<file path="src/source/subCpu_defines.svh">
`ifndef SUBCPU_DEFINES_SVH
`define SUBCPU_DEFINES_SVH

//////////////////////////////////////////////////
// Watchdog
//////////////////////////////////////////////////

// Counter width, top bit drives the sub-CPU reset
`define WATCHDOG_WIDTH 4

// Decade-style wrap, count returns to zero here
`define WATCHDOG_LIMIT 10

//////////////////////////////////////////////////
// Address codes on A15..A10
//////////////////////////////////////////////////

// 8000h write, watchdog kick
`define ADDR_WDOG 6'b100000
// 8400h write, interrupt acknowledge
`define ADDR_IRQACK 6'b100001
// 8800h write, tile bank strobe
`define ADDR_BANK 6'b100010
// 9000h, scroll and priority latch 0
`define ADDR_LTH0 6'b100100
// 9400h, scroll and priority latch 1
`define ADDR_LTH1 6'b100101
// A000h, back colour latch
`define ADDR_LTH2 6'b101000
// 4000h, shared RAM with the sound CPU
`define ADDR_SND 6'b010000

`endif

</file>
<file path="src/source/subCpuPkg.sv">
package subCpuPkg;

`include "subCpu_defines.svh"

	// A15 down to A10 of the sub-CPU address bus
	typedef logic [5:0] addrHigh_t;

	// Decoded selects, active high inside the design
	// Bit order from MSB: scr0 scr1 obj snd lth0 lth1 lth2 spgm mpgm bank bufEn
	typedef logic [10:0] selectVec_t;

	// Vertical-blank watchdog count
	typedef logic [`WATCHDOG_WIDTH-1:0] wdCount_t;

	//////////////////////////////////////////////////
	// Bit positions inside selectVec_t
	//////////////////////////////////////////////////

	localparam int SEL_SCR0 = 10;
	localparam int SEL_SCR1 = 9;
	localparam int SEL_OBJ = 8;
	localparam int SEL_SND = 7;
	localparam int SEL_LTH0 = 6;
	localparam int SEL_LTH1 = 5;
	localparam int SEL_LTH2 = 4;
	localparam int SEL_SPGM = 3;
	localparam int SEL_MPGM = 2;
	localparam int SEL_BANK = 1;
	localparam int SEL_BUFEN = 0;

endpackage

</file>
<file path="src/source/subCpuIf.sv">
`timescale 1ns/1ps

//////////////////////////////////////////////////
// Captured bus cycle
//////////////////////////////////////////////////

interface busIf import subCpuPkg::*; ();

	// Upper address lines of the cycle
	addrHigh_t address;
	// Active-high write, already inverted from nWe
	logic write;
	// One-cycle strobe, a cycle is only meaningful with it
	logic valid;

	// Capture side
	modport source (
		output address,
		output write,
		output valid
	);

	// Decode side
	modport sink (
		input address,
		input write,
		input valid
	);

endinterface

//////////////////////////////////////////////////
// Decoded result
//////////////////////////////////////////////////

interface selectIf import subCpuPkg::*; ();

	// Chip selects, active high, already gated by valid
	selectVec_t selects;
	// Command pulses from writes to 8000h and 8400h
	logic wdKick;
	logic irqAck;
	// Marks the cycle the decode belongs to
	logic valid;

	modport source (
		output selects,
		output wdKick,
		output irqAck,
		output valid
	);

	// Shared by the output stage and the watchdog
	modport sink (
		input selects,
		input wdKick,
		input irqAck,
		input valid
	);

endinterface

</file>
<file path="src/source/cpuBusCapture.sv">
`timescale 1ns/1ps

module cpuBusCapture import subCpuPkg::*; (
	input logic nVBLK,
	input logic arstN,
	input addrHigh_t addr,
	input logic nWe,
	input logic busValid,
	busIf.source bus
);

	// Registered copy of the bus pins
	addrHigh_t addrQ;
	logic writeQ;
	logic validQ;

	//////////////////////////////////////////////////
	// Strobe register
	//////////////////////////////////////////////////

	// Cleared on reset so no stale cycle reaches the decoder
	always_ff @(posedge nVBLK or negedge arstN) begin
		if (!arstN) begin
			validQ <= 1'b0;
		end else begin
			validQ <= busValid;
		end
	end

	//////////////////////////////////////////////////
	// Address and direction
	//////////////////////////////////////////////////

	// Sampled every edge, only read when validQ is set
	always_ff @(posedge nVBLK) begin
		addrQ <= addr;
		// Write strobe is active low on the pin
		writeQ <= ~nWe;
	end

	// Hand the stable cycle to the decoder
	assign bus.address = addrQ;
	assign bus.write = writeQ;
	assign bus.valid = validQ;

endmodule

</file>
<file path="src/source/subAddressDecoder.sv">
`timescale 1ns/1ps

`include "subCpu_defines.svh"

module subAddressDecoder import subCpuPkg::*; (
	busIf.sink bus,
	selectIf.source sel
);

	// Raw decode before the strobe is applied
	selectVec_t decoded;
	addrHigh_t a;
	logic wr;
	logic rd;

	assign a = bus.address;
	assign wr = bus.write;
	assign rd = ~bus.write;

	//////////////////////////////////////////////////
	// Memory map
	//////////////////////////////////////////////////

	always_comb begin
		decoded = '0;

		// 0000h-1FFFh, video RAM 0, write only
		decoded[SEL_SCR0] = (a[5:3] == 3'b000) && wr;

		// 2000h-3FFFh, video RAM 1, write only
		decoded[SEL_SCR1] = (a[5:3] == 3'b001) && wr;

		// 4000h-5FFFh, sprite RAM
		decoded[SEL_OBJ] = (a[5:3] == 3'b010);

		// 4000h-43FFh, sound shared RAM
		// Sits inside the sprite window, both selects fire together
		decoded[SEL_SND] = (a == `ADDR_SND);

		// 6000h-7FFFh, program ROM 9D, reads only
		decoded[SEL_SPGM] = (a[5:3] == 3'b011) && rd;

		// 8000h-FFFFh, program ROM 9C, reads only
		decoded[SEL_MPGM] = a[5] && rd;

		// 8800h, tile bank strobe on write
		decoded[SEL_BANK] = (a == `ADDR_BANK) && wr;

		// Scroll and priority latches, any direction
		decoded[SEL_LTH0] = (a == `ADDR_LTH0);
		decoded[SEL_LTH1] = (a == `ADDR_LTH1);
		decoded[SEL_LTH2] = (a == `ADDR_LTH2);

		// Data buffer opens for any target on the shared video bus
		decoded[SEL_BUFEN] = decoded[SEL_SCR0] | decoded[SEL_SCR1]
			| decoded[SEL_OBJ] | decoded[SEL_SND]
			| decoded[SEL_LTH0] | decoded[SEL_LTH1];
	end

	//////////////////////////////////////////////////
	// Strobe gating and commands
	//////////////////////////////////////////////////

	// No strobe means every select idles
	assign sel.selects = bus.valid ? decoded : '0;

	// Write to 8000h kicks the watchdog
	assign sel.wdKick = bus.valid && wr && (a == `ADDR_WDOG);

	// Write to 8400h acknowledges the vblank interrupt
	assign sel.irqAck = bus.valid && wr && (a == `ADDR_IRQACK);

	// Cycle marker for downstream blocks
	assign sel.valid = bus.valid;

endmodule

</file>
<file path="src/source/vblankWatchdog.sv">
`timescale 1ns/1ps

`include "subCpu_defines.svh"

module vblankWatchdog import subCpuPkg::*; (
	input logic nVBLK,
	input logic arstN,
	input logic vblankTick,
	selectIf.sink sel,
	output logic nRes,
	output logic nIrq
);

	localparam wdCount_t WD_LIMIT = wdCount_t'(`WATCHDOG_LIMIT);

	wdCount_t count;
	wdCount_t countNext;

	//////////////////////////////////////////////////
	// Watchdog counter
	//////////////////////////////////////////////////

	always_comb begin
		countNext = count;
		// Kick beats a tick on the same edge
		if (sel.wdKick) begin
			countNext = '0;
		end else if (vblankTick) begin
			// Wrap at the limit, reset drops again
			if (count == WD_LIMIT) begin
				countNext = '0;
			end else begin
				countNext = count + 1'b1;
			end
		end
	end

	// Reset follows the top bit, held low through counts 8..10 at width 4
	always_ff @(posedge nVBLK or negedge arstN) begin
		if (!arstN) begin
			count <= '0;
			nRes <= 1'b1;
		end else begin
			count <= countNext;
			nRes <= ~countNext[`WATCHDOG_WIDTH-1];
		end
	end

	//////////////////////////////////////////////////
	// Interrupt flag
	//////////////////////////////////////////////////

	// Set by vblank, cleared by the acknowledge write
	always_ff @(posedge nVBLK or negedge arstN) begin
		if (!arstN) begin
			nIrq <= 1'b1;
		end else if (sel.irqAck) begin
			// Acknowledge wins a tie with the tick
			nIrq <= 1'b1;
		end else if (vblankTick) begin
			nIrq <= 1'b0;
		end
	end

endmodule

</file>
<file path="src/source/selectOutputStage.sv">
`timescale 1ns/1ps

module selectOutputStage import subCpuPkg::*; (
	input logic nVBLK,
	input logic arstN,
	selectIf.sink sel,
	output logic nScr0,
	output logic nScr1,
	output logic nObj,
	output logic nSnd,
	output logic nLth0,
	output logic nLth1,
	output logic nLth2,
	output logic nSpgm,
	output logic nMpgm,
	output logic bank,
	output logic nBufEn
);

	// Registered selects, active high
	selectVec_t selQ;

	//////////////////////////////////////////////////
	// Select register
	//////////////////////////////////////////////////

	// Loads on a new cycle or to fall back to idle
	// Otherwise the register already holds all-inactive
	always_ff @(posedge nVBLK or negedge arstN) begin
		if (!arstN) begin
			selQ <= '0;
		end else if (sel.valid || (selQ != '0)) begin
			selQ <= sel.selects;
		end
	end

	//////////////////////////////////////////////////
	// Pins
	//////////////////////////////////////////////////

	// Straight from flops, no decode glitches on the pins
	assign nScr0 = ~selQ[SEL_SCR0];
	assign nScr1 = ~selQ[SEL_SCR1];
	assign nObj = ~selQ[SEL_OBJ];
	assign nSnd = ~selQ[SEL_SND];
	assign nLth0 = ~selQ[SEL_LTH0];
	assign nLth1 = ~selQ[SEL_LTH1];
	assign nLth2 = ~selQ[SEL_LTH2];
	assign nSpgm = ~selQ[SEL_SPGM];
	assign nMpgm = ~selQ[SEL_MPGM];
	// Bank is the only active-high strobe
	assign bank = selQ[SEL_BANK];
	assign nBufEn = ~selQ[SEL_BUFEN];

endmodule

</file>
<file path="src/source/subCpuGlue.sv">
`timescale 1ns/1ps

module subCpuGlue (
	input logic nVBLK,
	input logic arstN,
	input logic [5:0] addr,
	input logic nWe,
	input logic busValid,
	input logic vblankTick,
	output logic nScr0,
	output logic nScr1,
	output logic nObj,
	output logic nSnd,
	output logic nLth0,
	output logic nLth1,
	output logic nLth2,
	output logic nSpgm,
	output logic nMpgm,
	output logic bank,
	output logic nBufEn,
	output logic nRes,
	output logic nIrq
);

	//////////////////////////////////////////////////
	// Internal buses
	//////////////////////////////////////////////////

	// Capture to decode
	busIf busSig ();
	// Decode to output stage and watchdog
	selectIf selSig ();

	//////////////////////////////////////////////////
	// Pipeline
	//////////////////////////////////////////////////

	// Edge k, pins into a stable cycle
	cpuBusCapture busCapture (
		.nVBLK(nVBLK),
		.arstN(arstN),
		.addr(addr),
		.nWe(nWe),
		.busValid(busValid),
		.bus(busSig.source)
	);

	// Same cycle, memory map and commands
	subAddressDecoder addrDecoder (
		.bus(busSig.sink),
		.sel(selSig.source)
	);

	// Kick and acknowledge land at edge k+1
	vblankWatchdog watchdog (
		.nVBLK(nVBLK),
		.arstN(arstN),
		.vblankTick(vblankTick),
		.sel(selSig.sink),
		.nRes(nRes),
		.nIrq(nIrq)
	);

	// Edge k+1, selects onto the pins
	selectOutputStage outStage (
		.nVBLK(nVBLK),
		.arstN(arstN),
		.sel(selSig.sink),
		.nScr0(nScr0),
		.nScr1(nScr1),
		.nObj(nObj),
		.nSnd(nSnd),
		.nLth0(nLth0),
		.nLth1(nLth1),
		.nLth2(nLth2),
		.nSpgm(nSpgm),
		.nMpgm(nMpgm),
		.bank(bank),
		.nBufEn(nBufEn)
	);

endmodule

</file>
<file path="config.mk">
export PLATFORM = sky130hd
export DESIGN_NAME = subCpuGlue
export DESIGN_NICKNAME = d
export VERILOG_FILES = /design/src/source/subCpuPkg.sv /design/src/source/subCpuIf.sv /design/src/source/cpuBusCapture.sv /design/src/source/subAddressDecoder.sv /design/src/source/vblankWatchdog.sv /design/src/source/selectOutputStage.sv /design/src/source/subCpuGlue.sv
export VERILOG_INCLUDE_DIRS = /design/src /design/src/source
export SDC_FILE = /design/constraint.sdc
export NUM_CORES = 1
export LEC_CHECK = 0
export BUFFER_PORTS_ARGS = -buffer_cell sky130_fd_sc_hd__buf_2
export CAP_MARGIN = 20
export CORE_AREA = 2 2 51 53
export CTS_CLUSTER_SIZE = 12
export DETAILED_ROUTE_END_ITERATION = 7
export DIE_AREA = 0 0 53 55
export GPL_TIMING_DRIVEN = 0
export PLACE_DENSITY = 0.73
export SYNTH_ARGS = -nofsm -noshare
export SYNTH_HDL_FRONTEND = slang
export SYNTH_HIERARCHICAL = 1
export SYNTH_SLANG_ARGS = --single-unit
export TNS_END_PERCENT = 1
</file>
<file path="constraint.sdc">
create_clock -name nVBLK -period 1.86 [get_ports nVBLK]
set_clock_uncertainty 0.1 [all_clocks]
set_input_delay 0.093 -clock nVBLK [delete_from_list [all_inputs] [get_ports nVBLK]]
set_output_delay 0.093 -clock nVBLK [all_outputs]
set_load 0.005 [all_outputs]
</file>
==> summary.txt <==
STA
  • Unrepaired setup endpoints after global routing: false
  • Fin. Hold Viols: 0
  • Final min period: 1690 ps
  • Relative slew margins: 57.4%
  • Slew Viols, Final: 0
  • Final setup fails: 0
  • Fmax: 593 MHz
  • Final setup TNS: 0 ps
  • Fin crit share: 90.7%
  • Worst Tran Pin Value: 634 ps

Detailed routing
  • Final wirelength: 1970 um
  • DR vias/cell: 4.80
  • Final ANT Viol Nets: 0
  • Wirelength per Cell: 10.7 um
  • Violation count after the first detailed-routing iteration: 10
  • Drt pass-1 iters: 4
  • DRC errors left: 0
  • Routed vias: 883

Status
  • Outcome: complete, no violations

GRT
  • Number of global-route vias before repair: 817
  • First-pass GRT wire length: 3420 um
  • Initial antenna violation count: 0
  • Pin count of the biggest net entering global routing: 19
  • Gr usage total: 16.4%
  • Grt total ovfl: 0

Synthesis
  • Synth area leaders: dfrtp_1 35%, dfxtp_1 12%, inv_1 8.1%, a31oi_1 6.0%, dfstp_2 4.6%
  • Post-synth cell types: 36
  • Synth async-reset ratio: 72.0%
  • Sequential element share of the synthesized area: 51.4%
  • Synthesized flop and latch total: 25
  • Synth top area share: 34.7%
  • Synth warn: 6
  • Syn nets: 130
  • EDFF count, synth: 0
  • Count leader, synth: inv_1
  • Syn Area/Cell: 9.86 um^2
  • Post-synth top cells: 25 x inv_1, 16 x dfrtp_1, 11 x a31oi_1, 8 x nand2_1, 7 x dfxtp_1
  • Mapped Area: 1150 um^2
  • Post-Syn Instances: 117
  • Post-synth top area cell: dfrtp_1
  • Most common flop cell mapped by yosys: dfrtp_1

Hold path
  • Hold Path Class: primary input to asynchronous set/reset pin

Clock tree
  • Postcts setup bufs: 0
  • Total CTS buffers: 3
  • Sink Count: 25
  • CTS Buffer Depth: 2
  • Clk pin slew, worst setup/hold paths: 130 ps
  • PostCTS Resize Cnt: 0
  • Htree depth: 1
  • Insertion delay to the later sink of the worst-skew pair: 310 ps
  • CTS Hold Bufs: 10
  • Root buf cell: clkbuf_4
  • CTS tree: yes

Placement
  • Post-DP Area: 1310 um^2
  • GPL Wtd Cong: 0.879
  • HPWL Detailed: 1470 um
  • Port Buffer Count: 23

Pwr
  • Final total power: 1.12 mW
  • Maximum vdd drop: 693 uV
  • Leak: 0.652 nW
  • PD cells: 782 nW/um^2

Floorplan
  • Die ar.: 2920 um^2
  • Initial core utilization: 48.8%
  • FP Rows: 18
  • Die width: 53 um
  • IO Count: 24
  • Core area: 2360 um^2
  • Die height: 55 um

Final layout
  • Layout cells sized above 1: 27.3%
  • N_diodes: 0
  • Layout area overhead: 24.2%
  • Final core utilization: 60.6%
  • Nets: 168
  • Final instance area: 1430 um^2

Setup path
  • Critical Path AT: 1760 ps
  • Crit-path max FO: 6
  • Critical Path RT: 1930 ps
  • Nature of the critical path endpoint: register
  • Worst Setup Start Kind: register
  • Crit Path Category: register to register

Run
  • Max-cap violation count: 0
## power by group
part / leakage [nW] / internal [mW] / switching, mW
Clock: 0.0150 / 0.0837 / 0.148
Combinational: 0.344 / 0.122 / 0.103
Sequential: 0.293 / 0.608 / 0.0560
Total: 0.652 / 0.813 / 0.307
## area by class of cell
class / instances / area [um^2]
plain buffers: 6 / 41.3
inverters: 25 / 93.8
clock buffers: 4 / 26.3
fillers: 209 / 932
flip-flops and latches: 25 / 593
repair buffers: 33 / 215
well taps: 30 / 37.5
multi-input cells: 61 / 425
## cell usage in the layout (no fill, tap or decap), drive strengths merged, types with 2 or more instances in the layout
cell | netlist | layout
clkbuf | 1 | 5
dlygate4sd3 | 0 | 10
nor3b | 4 | 4
and3 | 2 | 2
buf | 5 | 28
nor2 | 2 | 2
nand2 | 8 | 8
nand3b | 3 | 3
dfstp | 2 | 2
nor3 | 3 | 3
dfrtp | 16 | 16
ha | 2 | 2
o21ai | 2 | 2
a21oi | 4 | 4
a31oi | 11 | 11
nor4 | 4 | 4
a21o | 3 | 3
dfxtp | 7 | 7
inv | 25 | 25
## final timing paths
path / from / end / slack, ps / depth (start not counted)
min in group nVBLK: addr[4] / busCapture/bus.address[4] / 310 / 2
max reg2reg: busCapture/bus.address[5] / watchdog/count[0] / 170 / 4
max: busCapture/bus.address[5] / watchdog/count[0] / 170 / 4
max in group asynchronous: arstN / watchdog/nRes / 1230 / 2
min reg2reg: watchdog/nIrq / watchdog/nIrq / 440 / 1
min: arstN / watchdog/count[1] / 120 / 2
## registers in the layout, indices dropped and copies added, names as in the netlist
signal	count
busCapture/bus.address	6
busCapture/bus.valid	1
busCapture/bus.write	1
outStage/selQ	11
watchdog/count	4
watchdog/nIrq	1
watchdog/nRes	1
## worst max-delay path, cell delays in order, from the launching register on
cell and delay [ps]:
dfxtp_1 470, nor3b_2 270, nand2b_1 110, nor3_1 500
a21oi_1 100
## routing by layer
metal	wire, um	track usage [%]
met1	901	20.1
met2	935	28.5
met5	0	0
met3	115	3.23
met4	22	6.41
## kinds of logic (layout without fill, tap and decap cells)
logic type | count (synthesis) | after routing | share of synthesized area, %
AND/OR/NAND/NOR | 36 | 36 | 21.6
buffers and inverters | 31 | 68 | 11.7
flip-flops | 25 | 25 | 51.4
AO/OA/AOI/OAI | 22 | 22 | 12.3
adder cells (fa/ha/maj) | 2 | 2 | 2.17
multiplexers | 1 | 1 | 0.868
## per-stage QoR
stage | worst slack [ps] | instances | hold WS (ps)
2_1_floorplan | 486 | 117 | -303
3_3_place_gp | 249 | 170 | -69.7
3_5_place_dp | 203 | 170 | -57.3
4_1_cts | 184 | 184 | 130
5_1_grt | 1.06 | 184 | 161
6_report | 173 | 184 | 116
(Power assumes the default switching activity.)
